### config.mk
export PLATFORM = sky130hd
export DESIGN_NAME = fadd_top
export DESIGN_NICKNAME = d
export VERILOG_FILES = /design/src/rtl/fadd_pkg.sv /design/src/rtl/fadd_operand_if.sv /design/src/rtl/fadd_input_watch.sv /design/src/rtl/fadd_control.sv /design/src/rtl/fadd_align.sv /design/src/rtl/fadd_mant_addsub.sv /design/src/rtl/fadd_norm_round.sv /design/src/rtl/fadd_top.sv
export SDC_FILE = /design/constraint.sdc
export NUM_CORES = 1
export LEC_CHECK = 0
export BUFFER_PORTS_ARGS = -buffer_cell sky130_fd_sc_hd__clkbuf_2
export CAP_MARGIN = 15
export CORE_ASPECT_RATIO = 1.5
export CORE_MARGIN = 8
export CORE_UTILIZATION = 55
export DETAILED_ROUTE_END_ITERATION = 12
export PLACE_DENSITY = 0.73
export RECOVER_POWER = 100
export SYNTH_ARGS = -nofsm -noshare
export SYNTH_HDL_FRONTEND = slang
export SYNTH_SLANG_ARGS = --single-unit
### constraint.sdc
create_clock -name clk -period 10.8 [get_ports clk]
set_input_delay 2.16 -clock clk [delete_from_list [all_inputs] [get_ports clk]]
set_output_delay 2.16 -clock clk [all_outputs]
set_load 0.05 [all_outputs]
### src/rtl/fadd_pkg.sv
//====================
// shared constants and types of the binary32 adder
// referenced by scoped name from every design file
//====================
package fadd_pkg;

    localparam int EXP_W     = 8;   // biased exponent
    localparam int FRAC_W    = 23;  // stored fraction
    localparam int GRS_W     = 3;   // guard, round, sticky
    localparam int MANT_W    = FRAC_W + 1 + GRS_W;  // hidden bit + fraction + grs
    localparam int EXP_MAX   = 254; // largest finite biased exponent
    localparam int MAX_SHIFT = 27;  // whole significand lands in sticky

    typedef enum logic [1:0] {
        RND_ZERO         = 2'd0,
        RND_NEAREST_EVEN = 2'd1,
        RND_POS_INF      = 2'd2,
        RND_NEG_INF      = 2'd3
    } round_e;

    typedef enum logic [2:0] {
        ERR_NONE          = 3'd0,
        ERR_INVALID_INPUT = 3'd1,
        ERR_UNDERFLOW     = 3'd2,
        ERR_OVERFLOW      = 3'd3
    } error_e;

    typedef enum logic [1:0] {
        FLOW_NONE  = 2'd0,
        FLOW_OVER  = 2'd1,
        FLOW_UNDER = 2'd2
    } flow_e;

    typedef enum logic [1:0] {
        SPC_NONE,
        SPC_X_ZERO,
        SPC_Y_ZERO,
        SPC_INVALID
    } special_e;

    typedef enum logic [2:0] {
        ST_IDLE,
        ST_CAPTURE,
        ST_ALIGN,
        ST_ADD,
        ST_NORMAL,
        ST_ROUND
    } state_e;

    // raw adder output, top mant bit is the carry
    typedef struct packed {
        logic              sign;
        logic [EXP_W-1:0]  exp;
        logic [MANT_W:0]   mant;
    } sum_t;

endpackage

### src/rtl/fadd_operand_if.sv
//====================
// aligned operand pair handed from the alignment stage
// to the significand adder
//====================
`timescale 1ns/1ps

interface fadd_operand_if;

    // operand with the larger magnitude
    logic                        big_sign;
    logic [fadd_pkg::MANT_W-1:0] big_mant;   // hidden bit, fraction, zero grs

    // operand with the smaller magnitude, shifted to the common exponent
    logic                        small_sign;
    logic [fadd_pkg::MANT_W-1:0] small_mant; // lowest bit carries sticky

    logic [fadd_pkg::EXP_W-1:0]  exp;        // common exponent of both

    // alignment side
    modport src (
        output big_sign,
        output big_mant,
        output small_sign,
        output small_mant,
        output exp
    );

    // adder side
    modport dst (
        input big_sign,
        input big_mant,
        input small_sign,
        input small_mant,
        input exp
    );

endinterface

### src/rtl/fadd_input_watch.sv
//====================
// change detector on x, y and round against a registered copy
//====================
`timescale 1ns/1ps

module fadd_input_watch (
    input  logic             clk,
    input  logic             rst,
    input  logic [31:0]      x,
    input  logic [31:0]      y,
    input  logic [1:0]       round,
    input  fadd_pkg::state_e state,
    output logic             change
);

    logic [31:0] x_q;
    logic [31:0] y_q;
    logic [1:0]  round_q;
    logic        differ;
    logic        accept;

    assign differ = (x != x_q) || (y != y_q) || (round != round_q);
    assign accept = (state == fadd_pkg::ST_IDLE) && differ && !change; // one pulse per change

    always_ff @(posedge clk or posedge rst) begin
        if (rst) begin
            x_q     <= '0;
            y_q     <= '0;
            round_q <= '0;
            change  <= 1'b0;
        end else begin
            change <= accept;
            if (accept) begin
                x_q     <= x;     // copy only moves when the change is taken
                y_q     <= y;
                round_q <= round;
            end
        end
    end

endmodule

### src/rtl/fadd_control.sv
//====================
// sequencing FSM of the adder
// special operands jump from capture straight to round
//====================
`timescale 1ns/1ps

module fadd_control (
    input  logic               clk,
    input  logic               rst,
    input  logic               change,
    input  fadd_pkg::special_e special,
    output fadd_pkg::state_e   state
);

    fadd_pkg::state_e state_nxt;

    always_ff @(posedge clk or posedge rst) begin
        if (rst) begin
            state <= fadd_pkg::ST_IDLE;
        end else begin
            state <= state_nxt;
        end
    end

    always_comb begin
        state_nxt = state;
        case (state)
            fadd_pkg::ST_IDLE: begin
                if (change) begin
                    state_nxt = fadd_pkg::ST_CAPTURE;
                end
            end
            fadd_pkg::ST_CAPTURE: begin
                if (special != fadd_pkg::SPC_NONE) begin
                    state_nxt = fadd_pkg::ST_ROUND;   // zero or invalid operand
                end else begin
                    state_nxt = fadd_pkg::ST_ALIGN;
                end
            end
            fadd_pkg::ST_ALIGN: begin
                state_nxt = fadd_pkg::ST_ADD;
            end
            fadd_pkg::ST_ADD: begin
                state_nxt = fadd_pkg::ST_NORMAL;
            end
            fadd_pkg::ST_NORMAL: begin
                state_nxt = fadd_pkg::ST_ROUND;
            end
            fadd_pkg::ST_ROUND: begin
                state_nxt = fadd_pkg::ST_IDLE;
            end
            default: begin
                state_nxt = fadd_pkg::ST_IDLE;
            end
        endcase
    end

endmodule

### src/rtl/fadd_align.sv
//====================
// operand classification and exponent alignment
// shifted out bits of the smaller operand collapse into sticky
//====================
`timescale 1ns/1ps

module fadd_align (
    input  logic               clk,
    input  logic               rst,
    input  fadd_pkg::state_e   state,
    input  logic [31:0]        x,
    input  logic [31:0]        y,
    output fadd_pkg::special_e special,
    output logic [31:0]        pass,
    fadd_operand_if.src        ops
);

    localparam int SIG_W   = fadd_pkg::FRAC_W + 1;
    localparam int SHIFT_W = $clog2(fadd_pkg::MAX_SHIFT + 1);

    logic                       sx, sy;
    logic [fadd_pkg::EXP_W-1:0] ex, ey;
    logic [SIG_W-1:0]           mx, my;      // hidden bit restored

    logic                        x_inv, y_inv, x_zero, y_zero;
    logic                        x_big;
    logic [fadd_pkg::EXP_W-1:0]  exp_diff;
    logic [SHIFT_W-1:0]          shift;
    logic [fadd_pkg::MANT_W-1:0] small_ext, small_sh, lost_mask;

    // inf/nan exponent, or denormal
    assign x_inv  = (&x[30:23]) || (x[30:23] == '0 && x[22:0] != '0);
    assign y_inv  = (&y[30:23]) || (y[30:23] == '0 && y[22:0] != '0);
    assign x_zero = (x[30:0] == '0);
    assign y_zero = (y[30:0] == '0);

    assign x_big     = {ex, mx} >= {ey, my};
    assign exp_diff  = x_big ? (ex - ey) : (ey - ex);
    assign shift     = (exp_diff > fadd_pkg::MAX_SHIFT) ? SHIFT_W'(fadd_pkg::MAX_SHIFT)
                                                        : exp_diff[SHIFT_W-1:0];
    assign small_ext = {(x_big ? my : mx), {fadd_pkg::GRS_W{1'b0}}};
    assign small_sh  = small_ext >> shift;
    assign lost_mask = ~({fadd_pkg::MANT_W{1'b1}} << shift);

    // operands are sampled every idle cycle so the class is ready in capture
    always_ff @(posedge clk or posedge rst) begin
        if (rst) begin
            special <= fadd_pkg::SPC_NONE;
        end else if (state == fadd_pkg::ST_IDLE) begin
            if (x_inv || y_inv) begin
                special <= fadd_pkg::SPC_INVALID;
            end else if (x_zero) begin
                special <= fadd_pkg::SPC_X_ZERO;
            end else if (y_zero) begin
                special <= fadd_pkg::SPC_Y_ZERO;
            end else begin
                special <= fadd_pkg::SPC_NONE;
            end
        end
    end

    always_ff @(posedge clk) begin
        if (state == fadd_pkg::ST_IDLE) begin
            pass <= x_zero ? y : x;
            sx   <= x[31];
            sy   <= y[31];
            ex   <= x[30:23];
            ey   <= y[30:23];
            mx   <= {1'b1, x[22:0]};
            my   <= {1'b1, y[22:0]};
        end
        if (state == fadd_pkg::ST_ALIGN) begin
            ops.big_sign   <= x_big ? sx : sy;
            ops.big_mant   <= {(x_big ? mx : my), {fadd_pkg::GRS_W{1'b0}}};
            ops.small_sign <= x_big ? sy : sx;
            ops.small_mant <= {small_sh[fadd_pkg::MANT_W-1:1],
                               small_sh[0] | (|(small_ext & lost_mask))};
            ops.exp        <= x_big ? ex : ey;
        end
    end

endmodule

### src/rtl/fadd_mant_addsub.sv
//====================
// significand add or subtract on the aligned pair
// result keeps the carry bit for the normalizer
//====================
`timescale 1ns/1ps

module fadd_mant_addsub (
    input  logic             clk,
    input  logic             rst,
    input  fadd_pkg::state_e state,
    input  logic [1:0]       round,
    fadd_operand_if.dst      ops,
    output fadd_pkg::sum_t   sum
);

    logic                      eff_sub;
    logic [fadd_pkg::MANT_W:0] big_w;
    logic [fadd_pkg::MANT_W:0] small_w;
    logic [fadd_pkg::MANT_W:0] result;
    logic                      res_sign;

    assign eff_sub = ops.big_sign ^ ops.small_sign;
    assign big_w   = {1'b0, ops.big_mant};
    assign small_w = {1'b0, ops.small_mant};

    // big is never below small, so the difference stays positive
    assign result = eff_sub ? (big_w - small_w) : (big_w + small_w);

    always_comb begin
        res_sign = ops.big_sign;
        if (eff_sub && result == '0) begin
            // exact cancellation gives +0, or -0 when rounding down
            res_sign = (round == fadd_pkg::RND_NEG_INF);
        end
    end

    always_ff @(posedge clk or posedge rst) begin
        if (rst) begin
            sum <= '0;
        end else if (state == fadd_pkg::ST_ADD) begin
            sum.sign <= res_sign;
            sum.exp  <= ops.exp;
            sum.mant <= result;
        end
    end

endmodule

### src/rtl/fadd_norm_round.sv
//====================
// normalize, range check and round the raw sum
// drives the registered result word and status
//====================
`timescale 1ns/1ps

module fadd_norm_round (
    input  logic               clk,
    input  logic               rst,
    input  fadd_pkg::state_e   state,
    input  logic [1:0]         round,
    input  fadd_pkg::special_e special,
    input  logic [31:0]        pass,
    input  fadd_pkg::sum_t     sum,
    output logic [31:0]        z,
    output logic [2:0]         error,
    output logic [1:0]         overflow
);

    localparam int SIG_W = fadd_pkg::FRAC_W + 1;
    localparam int LZ_W  = $clog2(fadd_pkg::MANT_W + 1);
    localparam int EW_W  = fadd_pkg::EXP_W + 2;   // signed room for both ends

    logic                        n_sign, n_ovf, n_unf, n_zero;
    logic [fadd_pkg::EXP_W-1:0]  n_exp;
    logic [fadd_pkg::MANT_W-1:0] n_mant;

    logic                        carry;
    logic [LZ_W-1:0]             lz;
    logic signed [EW_W-1:0]      e_wide;
    logic [fadd_pkg::MANT_W-1:0] norm_mant;

    logic                        lsb, g, r, s, up;
    logic [SIG_W:0]              rounded;
    logic [fadd_pkg::EXP_W:0]    exp_r;
    logic [fadd_pkg::FRAC_W-1:0] frac_r;

    // leading zeros of the sum without its carry bit
    function automatic logic [LZ_W-1:0] lzc(input logic [fadd_pkg::MANT_W-1:0] v);
        logic [LZ_W-1:0] n;
        n = LZ_W'(fadd_pkg::MANT_W);
        for (int i = 0; i < fadd_pkg::MANT_W; i++) begin
            if (v[i]) begin
                n = LZ_W'(fadd_pkg::MANT_W - 1 - i);
            end
        end
        return n;
    endfunction

    assign carry = sum.mant[fadd_pkg::MANT_W];
    assign lz    = lzc(sum.mant[fadd_pkg::MANT_W-1:0]);

    always_comb begin
        if (carry) begin
            norm_mant = {sum.mant[fadd_pkg::MANT_W:2], sum.mant[1] | sum.mant[0]};
            e_wide    = $signed({2'b00, sum.exp}) + EW_W'(1);
        end else begin
            norm_mant = sum.mant[fadd_pkg::MANT_W-1:0] << lz;
            e_wide    = $signed({2'b00, sum.exp}) - $signed({{(EW_W-LZ_W){1'b0}}, lz});
        end
    end

    assign lsb = n_mant[fadd_pkg::GRS_W];
    assign g   = n_mant[2];
    assign r   = n_mant[1];
    assign s   = n_mant[0];

    always_comb begin
        case (round)
            fadd_pkg::RND_NEAREST_EVEN: up = g & (r | s | lsb);
            fadd_pkg::RND_POS_INF:      up = !n_sign & (g | r | s);
            fadd_pkg::RND_NEG_INF:      up = n_sign & (g | r | s);
            default:                    up = 1'b0;   // toward zero truncates
        endcase
    end

    assign rounded = {1'b0, n_mant[fadd_pkg::MANT_W-1 -: SIG_W]} + {{SIG_W{1'b0}}, up};
    assign exp_r   = {1'b0, n_exp} + {{fadd_pkg::EXP_W{1'b0}}, rounded[SIG_W]};
    assign frac_r  = rounded[fadd_pkg::FRAC_W-1:0];   // increment carry leaves all zeros

    always_ff @(posedge clk) begin
        if (state == fadd_pkg::ST_NORMAL) begin
            n_sign <= sum.sign;
            n_exp  <= e_wide[fadd_pkg::EXP_W-1:0];
            n_mant <= norm_mant;
            n_zero <= (sum.mant == '0);
            n_ovf  <= (e_wide > fadd_pkg::EXP_MAX);
            n_unf  <= (e_wide < 1) && (sum.mant != '0);
        end
    end

    always_ff @(posedge clk or posedge rst) begin
        if (rst) begin
            z        <= '0;
            error    <= fadd_pkg::ERR_NONE;
            overflow <= fadd_pkg::FLOW_NONE;
        end else if (state == fadd_pkg::ST_ROUND) begin
            error    <= fadd_pkg::ERR_NONE;
            overflow <= fadd_pkg::FLOW_NONE;
            if (special == fadd_pkg::SPC_INVALID) begin
                z     <= '0;
                error <= fadd_pkg::ERR_INVALID_INPUT;
            end else if (special != fadd_pkg::SPC_NONE) begin
                z <= pass;                              // other operand was zero
            end else if (n_ovf || exp_r > fadd_pkg::EXP_MAX) begin
                z        <= {n_sign, {fadd_pkg::EXP_W{1'b1}}, {fadd_pkg::FRAC_W{1'b0}}};
                error    <= fadd_pkg::ERR_OVERFLOW;
                overflow <= fadd_pkg::FLOW_OVER;
            end else if (n_unf) begin
                z        <= {n_sign, 31'b0};
                error    <= fadd_pkg::ERR_UNDERFLOW;
                overflow <= fadd_pkg::FLOW_UNDER;
            end else if (n_zero) begin
                z <= {n_sign, 31'b0};                   // exact cancellation
            end else begin
                z <= {n_sign, exp_r[fadd_pkg::EXP_W-1:0], frac_r};
            end
        end
    end

endmodule

### src/rtl/fadd_top.sv
//====================
// sequential binary32 adder, new operation on any input change
// z, error and overflow update at the end of the round state
//====================
`timescale 1ns/1ps

module fadd_top (
    input  logic        clk,
    input  logic        rst,
    input  logic [31:0] x,
    input  logic [31:0] y,
    input  logic [1:0]  round,
    output logic [31:0] z,
    output logic [2:0]  error,
    output logic [1:0]  overflow
);

    fadd_pkg::state_e   state;
    fadd_pkg::special_e special;
    fadd_pkg::sum_t     sum;
    logic               change;
    logic [31:0]        pass;    // operand returned when the other is zero

    fadd_operand_if ops ();

    fadd_input_watch i_fadd_input_watch (
        .clk    (clk),
        .rst    (rst),
        .x      (x),
        .y      (y),
        .round  (round),
        .state  (state),
        .change (change)
    );

    fadd_control i_fadd_control (
        .clk     (clk),
        .rst     (rst),
        .change  (change),
        .special (special),
        .state   (state)
    );

    fadd_align i_fadd_align (
        .clk     (clk),
        .rst     (rst),
        .state   (state),
        .x       (x),
        .y       (y),
        .special (special),
        .pass    (pass),
        .ops     (ops.src)
    );

    fadd_mant_addsub i_fadd_mant_addsub (
        .clk   (clk),
        .rst   (rst),
        .state (state),
        .round (round),
        .ops   (ops.dst),
        .sum   (sum)
    );

    fadd_norm_round i_fadd_norm_round (
        .clk      (clk),
        .rst      (rst),
        .state    (state),
        .round    (round),
        .special  (special),
        .pass     (pass),
        .sum      (sum),
        .z        (z),
        .error    (error),
        .overflow (overflow)
    );

endmodule

# [Word-level counts from Yosys, hierarchy flattened]
# Index checks and enable logic that the tools add are counted.
[word_totals] register_bits=342 latchBits=0 ram_bits=0 romBits=0 inputBits=68 word_cells=159 n_memories=0
[op_classes] addsub=8 multipliers=0 div=0 magnitude_cmp=5 n_eq_ne=13 shifts=3 muxes=59 bitwise_logic=12 n_reduce_logical=28
[ops] op="$mux 32" n=3
[ops] op="$mux 31" n=3
[ops] op="$mux 5" n=17
[ops] op="$ne 32x32->1" n=2
[ops] op="$logic_not 31->1" n=2
[ops] op="$logic_not 28->1" n=2
[ops] op="$mux 23" n=2
[ops] op="$reduce_bool 23->1" n=2
[ops] op="$ge 32x32->1" n=1
[ops] op="$mux 4" n=8
[ops] op="$add 27x27->28" n=1
[ops] op="$mux 28" n=1
[ops] op="$reduce_bool 28->1" n=1
[ops] op="$sub 27x27->28" n=1
[ops] op="$and 27x27->27" n=1
[ops] op="$not 27->27" n=1
[ops] op="$reduce_or 27->1" n=1
[ops] op="$shl 27x5->27" n=1
[ops] op="$shl 27x5->27 const A" n=1
[ops] op="$shr 27x5->27" n=1
[ops] op="$mux 26" n=1
[ops] op="$add 24x1->25" n=1
[ops] op="$mux 2" n=10
[ops] op="$logic_not 8->1" n=2
[ops] op="other kinds (30)" n=62

# [Logic depth before layout (Yosys ltp)]
# Gate-level depths: netlist of run 1.
[logic_depth] ltp_word=31 mapped_depth=24 mapped_depth_nobuf=23

# [Hierarchy]
# From an unflattened synthesis of run 1, not the netlist that was laid out.
[hier_totals] cells_unflattened=2344 hier_area_um2=23208.5
[modules_own_cells] module="fadd_align" instances=1 cells_per_inst=892 area_per_inst_um2=9681.8 seq_area_each_um2=4734.5
[modules_own_cells] module="fadd_norm_round" instances=1 cells_per_inst=735 area_per_inst_um2=6241.0 seq_area_each_um2=2072.0
[modules_own_cells] module="fadd_mant_addsub" instances=1 cells_per_inst=468 area_per_inst_um2=3817.4 seq_area_each_um2=925.9
[modules_own_cells] module="fadd_input_watch" instances=1 cells_per_inst=232 area_per_inst_um2=3320.7 seq_area_each_um2=1676.6
[modules_own_cells] module="fadd_control" instances=1 cells_per_inst=17 area_per_inst_um2=147.6 seq_area_each_um2=75.1

# [Least setup slack after synthesis of run 1]
# Ideal clock, no wire load.
[synth_path] path_kind="flip-flop to flip-flop" from="register i_fadd_control.state[0]" to="register i_fadd_align.special[1]" setup_ps=129 arrival_time_ps=8569 required_time_ps=10671 path_slack_ps=2102 stages_incl_launch_ff=6 path_cell_list="dfrtp_1 > clkbuf_1 > nor3_1 > o21ai_0 > or3_1 > o22a_1"
[synth_between] elab_chain_cells=1
[synth_lines] item="start: declaration" line="fadd_control.sv:12" source="output fadd_pkg::state_e state"
[synth_lines] item="start signal: assignment" line="fadd_control.sv:19" source="state <= fadd_pkg::ST_IDLE;"
[synth_lines] item="start signal: assignment" line="fadd_control.sv:21" source="state <= state_nxt;"
[synth_lines] item="$logic_not 3->1" line="fadd_align.sv:49" source="end else if (state == fadd_pkg::ST_IDLE) begin"
[synth_lines] item="end signal: assignment" line="fadd_align.sv:48" source="special <= fadd_pkg::SPC_NONE;"
[synth_lines] item="end signal: assignment" line="fadd_align.sv:51" source="special <= fadd_pkg::SPC_INVALID;"
[synth_lines] item="end signal: assignment" line="fadd_align.sv:53" source="special <= fadd_pkg::SPC_X_ZERO;"
[synth_lines] item="end: declaration" line="fadd_align.sv:13" source="output fadd_pkg::special_e special,"
# Every way passes these cells.
# A chain may end at the register's enable or synchronous reset.

# [Final worst setup path of run 1]
[layout_path] from="register i_fadd_align.my[9]" to="register i_fadd_align.ops.small_mant[11] (data pin)"
[layout_between] elab_chain_cells=5
[layout_lines] item="start: declaration" line="fadd_align.sv:23" source="logic [SIG_W-1:0] mx, my;"
[layout_lines] item="start signal: assignment" line="fadd_align.sv:70" source="my <= {1'b1, y[22:0]};"
[layout_lines] item="$ge 32x32->1" line="fadd_align.sv:37" source="assign x_big = {ex, mx} >= {ey, my};"
[layout_lines] item="$mux 8" line="fadd_align.sv:38" source="assign exp_diff = x_big ? (ex - ey) : (ey - ex);"
[layout_lines] item="$gt 8x5->1" line="fadd_align.sv:39" source="assign shift = (exp_diff > fadd_pkg::MAX_SHIFT) ? SHIFT_W'(fadd_pkg::MAX_SHIFT)"
[layout_lines] item="$mux 5" line="fadd_align.sv:39"
[layout_lines] item="$shr 27x5->27 (*)" line="fadd_align.sv:42" source="assign small_sh = small_ext >> shift;"
[layout_lines] item="end signal: assignment" line="fadd_align.sv:76" source="ops.small_mant <= {small_sh[fadd_pkg::MANT_W-1:1],"
[layout_lines] item="end: declaration" line="fadd_operand_if.sv:24" source="output small_mant,"
# Every way passes the cells marked *; elsewhere a longest branch is shown, timed or not.

==> reports/metrics.cfg, run 1 <==
[clock_tree]
root_buffer=clkbuf_16
cts.path.max_buffers=3
cts_tree=built
clock_sinks=340
cts_setup_buffers=0
cts_buffers=35
cts-hold-fix-buffers=0
cts.clk_slew.worst_paths_ps=60
cts_resized=0
clock_latency_ps=550
htree_levels=2

[grt]
globalRouteOverflowTotal=0
antenna_found_initial=0
grt_pass1_wl_mm=111
grt_pass1_vias=19100
grt_max_degree=74
grt_usage_pct=29.7

[worst_setup_path]
path_cells=inv_1 -> ha_1 -> a21o_1 -> a221o_1 -> a22o_1 -> or3_1 -> o21ai_0 -> mux2i_1 -> xnor2_1 -> nand3_1 -> clkbuf_1 -> nand3_1 -> mux2i_1 -> mux2i_1 -> a211oi_1 -> o21ai_0
arrival_ps=8050
cp-end-kind=register
worst-setup-path-type=register to register
cp_slowest_stage_delay_ps=1460
startpoint_type=register
crit_path_frequent_cell=mux2i_1
crit_family=compound AO/OA/AOI/OAI gates
cp.required_ps=11060
crit_fanout=21
crit_buf_inv=2
cpMaxStageDelayCell=o21ai_0

[die]
initial_core_util_pct=55.6
dieArea_um2=47400
die_w_um=180
die_h_um=263
rows=90
core_area_um2=40100
ios=105

[logic_synthesis]
synth_edf_count=195
synth_area_per_cell_um2=9.16
yosysUniqueCellTypes=94
yosys-mux-area-fraction_pct=5.57
synth_xor_area_share_pct=4.91
synthFlopType=edfxtp_1
syn_nets=2602
ys_warn_count=0
syn_inst=2434
synth-simple-area-share_pct=17.6
async_flop_share_pct=42.6
ys_seq_area_share_pct=42.6
synth_compound_area_share_pct=18.7
syn_area_um2=22300
synth_seq_cells=340
synth_fa_ha_area_share_pct=5.75
synth_top_family_by_area=compound AO/OA/AOI/OAI gates

[placed_design]
portBuffers=103
gp_congestion=0.968
dp_hpwl_mm=54.2

[timing]
setup_viol=0
finalHoldViolCount=0
max_slew_margin_pct=-157
min_period_ps=7790
rsz0062_at_grt=no
report.final.slew_viol_count=706
fin_crit_sh_pct=72.1
timing.fmax_ghz=0.128
finalSetupTns_ps=0
tightest_slew_ps=3860
finClkSkew_ps=30.7

[layout]
antennaDiodeCount=0
area_growth_pct=8.06
layout_commonest_cell=nand2_1
final_nets=2641
drive_above_1_share_pct=5.00
fillers=3475
layout_common_cells=nand2_1 (407), edfxtp_1 (195), a21oi_1 (148)

[drt]
postRouteAntennaNets=0
drt-total-wl_mm=72.2
route.detailed.drc=0
viasPerCell=6.49
vias=19500
dr.pass1.iters=6
wl_per_cell_um=24.0
first_iter_violations=1778

[status]
violations=capacitance limit, slew limit
outcome=finished, violations left

[hold_path]
hold_path_class=register to register

[run]
maxCapViolCount=14

[layer usage]
metal | track usage, % | share of wire (%) | up-vias
met1 | 34.2 | 38 | 9406
li1 | - | - | 8921
met5 | 0 | 0 | -
met2 | 52.0 | 49 | 916
met4 | 18.1 | 7.0 | 0
met3 | 3.68 | 6.2 | 252
[path summary, 6_finish.rpt]
path	start	slack (ps)	to	depth (start not counted)
max in group asynchronous	rst	3540	i_fadd_input_watch.x_q[30]	3
setup reg to reg	i_fadd_align.my[9]	3010	i_fadd_align.ops.small_mant[11]	16
setup / recovery	i_fadd_align.my[9]	3010	i_fadd_align.ops.small_mant[11]	16
min in group asynchronous	rst	2560	i_fadd_norm_round.z[29]	2
hold / removal	i_fadd_align.ops.exp[4]	480	i_fadd_mant_addsub.sum[32]	1
hold reg to reg	i_fadd_align.ops.exp[4]	480	i_fadd_mant_addsub.sum[32]	1
[flip-flops by register name (all words and copies together) (netlist names), 2 cells and up]
| signal | cells |
|---|---|
| i_fadd_align.ex | 8 |
| i_fadd_align.mx | 23 |
| i_fadd_input_watch.y_q | 32 |
| i_fadd_norm_round.error | 2 |
| i_fadd_norm_round.z | 32 |
| i_fadd_align.special | 2 |
| i_fadd_input_watch.round_q | 2 |
| i_fadd_align.pass | 32 |
| i_fadd_control.state | 3 |
| i_fadd_norm_round.n_exp | 8 |
| i_fadd_input_watch.x_q | 32 |
| i_fadd_align.ops.big_mant | 23 |
| i_fadd_align.ops.exp | 8 |
| i_fadd_align.ey | 8 |
| i_fadd_mant_addsub.sum | 37 |
| i_fadd_align.ops.small_mant | 27 |
| i_fadd_norm_round.n_mant | 27 |
| i_fadd_norm_round.overflow | 2 |
| i_fadd_align.my | 23 |
[layout make-up]
class	count	area, um2	share of cell area, %
multi-input cells	1826	11700	48.5
well taps	506	633	2.63
clock buffers	42	932	3.87
clock inverters	22	283	1.17
flip-flops and latches	340	9480	39.4
inverters	140	527	2.19
repair buffers	130	539	2.24
[cell usage after synthesis, types with 56 or more instances]
| library cell | count | area share [%] |
|---|---|---|
| nand3_1 | 62 | 1.4 |
| nand2_1 | 407 | 6.9 |
| nor4_1 | 56 | 1.6 |
| a21oi_1 | 148 | 3.3 |
| o21ai_0 | 142 | 3.2 |
| xnor2_1 | 67 | 2.6 |
| inv_1 | 137 | 2.3 |
| mux2i_1 | 79 | 3.5 |
| edfxtp_1 | 195 | 26 |
| nor2_1 | 148 | 2.5 |
| ha_1 | 96 | 5.4 |
| dfrtp_1 | 145 | 16 |
| clkbuf_1 | 94 | 1.6 |
[per-stage QoR]
stage | setup slack [ps] | utilization (%) | area (um2) | instances | hold slack, ps
final | 3010 | 60.1 | 24100 | 3006 | 479
after global routing | 2350 | 60.1 | 24100 | 3006 | 494
after CTS | 4560 | 60.7 | 24400 | 3006 | 485
after detailed placement | 4020 | 57.7 | 23100 | 2942 | 471
after global placement | 4090 | 57.7 | 23100 | 2942 | 462
after floorplan | 2100 | - | 22300 | 2434 | 426
[cell families after synthesis]
kind of cell,Yosys count
XOR/XNOR,121
flip-flops,340
adder cells (fa/ha/maj),100
AND/OR/NAND/NOR,853
other,1
AO/OA/AOI/OAI,633
multiplexers,118
buffers and inverters,268
Power of run 1 is left out: the tool's default activity adds up to more than one toggle a clock period on the data nets, which glitch-free logic cannot reach.
==> run 2, diff against run 1 <==
Clock period 10.8 ns to 7.5 ns, I/O delays scaled along.
==> reports/metrics.cfg, run 2 (synthesized netlist as in run 1, its figures left out) <==
[worst_setup_path]
cp.required_ps=7800
cp-end-kind=register
path_cells=clkbuf_1 -> xnor2_1 -> nand4_1 -> nor4_1 -> nand4_1 -> nor4_1 -> nand4_1 -> nand3b_1 -> clkbuf_1 -> o21ai_0
crit_buf_inv=2
crit_cells=10
cpMaxStageDelayCell=clkbuf_1
crit_path_frequent_cell=nand4_1
ff2ff_path_depth=15
arrival_ps=6730
worst-setup-path-type=primary input to register
cp_slowest_stage_delay_ps=2170
crit_family=buffers and inverters
crit_fanout=72
startpoint_type=primary input

[timing]
max_slew_margin_pct=-140
finClkSkew_ps=25.2
report.final.slew_viol_count=723
setup_viol=0
finalSetupTns_ps=0
finalHoldViolCount=0
fin_crit_sh_pct=85.8
timing.fmax_ghz=0.155
rsz0062_at_grt=no
min_period_ps=6440
tightest_slew_ps=3570

[clock_tree]
htree_levels=2
clock_latency_ps=560
cts_setup_buffers=0
clock_sinks=340
cts-hold-fix-buffers=0
cts.clk_slew.worst_paths_ps=60
cts.path.max_buffers=3
root_buffer=clkbuf_16
cts_resized=0
cts_buffers=35
cts_tree=built

[layout]
drive_above_1_share_pct=5.31
antennaDiodeCount=0
final_area_um2=24100
layout_common_cells=nand2_1 (407), edfxtp_1 (195), a21oi_1 (148)
area_growth_pct=8.29
final_nets=2644
fin_util_pct=60.2
layout_commonest_cell=nand2_1
top_register=i_fadd_mant_addsub.sum
largest_reg_flops=37

[drt]
drt-total-wl_mm=72.8
vias=19400
wl_per_cell_um=24.2
postRouteAntennaNets=0
route.detailed.drc=0
dr.pass1.iters=6
viasPerCell=6.44
first_iter_violations=2062

[grt]
globalRouteOverflowTotal=0
grt_pass1_wl_mm=111
antenna_found_initial=0
grt_max_degree=80
grt_pass1_vias=18900
grt_usage_pct=30.0

[run]
maxCapViolCount=14

[die]
dieArea_um2=47400
die_h_um=263
rows=90
initial_core_util_pct=55.6
ios=105
core_area_um2=40100
die_w_um=180

[placed_design]
portBuffers=103
placed_area_um2=23200
dp_hpwl_mm=54.9
gp_congestion=0.945

[hold_path]
hold_depth=2
hold_path_class=register to register

[status]
violations=capacitance limit, slew limit
outcome=finished, violations left

-- run 2: metrics by stage --
| step | hold slack [ps] | cells | setup WS (ps) |
|---|---|---|---|
| 2_1_floorplan | 426 | 2434 | 1610 |
| 3_3_place_gp | 459 | 2944 | 1590 |
| 3_5_place_dp | 467 | 2944 | 1530 |
| 4_1_cts | 481 | 3008 | 1800 |
| 5_1_grt | 502 | 3009 | 728 |
| 6_report | 476 | 3009 | 1060 |
-- run 2: layout make-up --
cell class	count	area [um2]
Fill cell	3494	16000
Multi-Input combinational cell	1826	11700
Sequential cell	340	9480
Clock buffer	39	891
Tap cell	506	633
Timing Repair Buffer	133	558
Inverter	140	527
Clock inverter	25	320
-- run 2: worst paths after layout --
kind / from / endpoint / slack [ps]
setup / recovery: x[18] / i_fadd_input_watch.x_q[9] / 1060
hold / removal: i_fadd_norm_round.z[29] / i_fadd_norm_round.z[29] / 480
setup reg to reg: i_fadd_align.my[9] / i_fadd_align.ops.small_mant[0] / 1180
hold reg to reg: i_fadd_norm_round.z[29] / i_fadd_norm_round.z[29] / 480
max in group asynchronous: rst / i_fadd_input_watch.y_q[8] / 2750
min in group asynchronous: rst / i_fadd_norm_round.z[25] / 1960
-- run 2: layer usage --
metal,track usage (%),vias to the layer above,wire (um)
li1,-,8920,-
met1,34.4,9278,27400
met2,52.5,925,35600
met3,3.35,255,4220
met4,19.2,0,5670
met5,0,-,0
-- run 2: worst min-delay path, delay by kind of cell (launching register included) --
family | cells | cell delay, ps
flip-flops | 1 | 340
AND/OR/NAND/NOR | 1 | 50
AO/OA/AOI/OAI | 1 | 50
Power of run 2 is left out for the same reason.
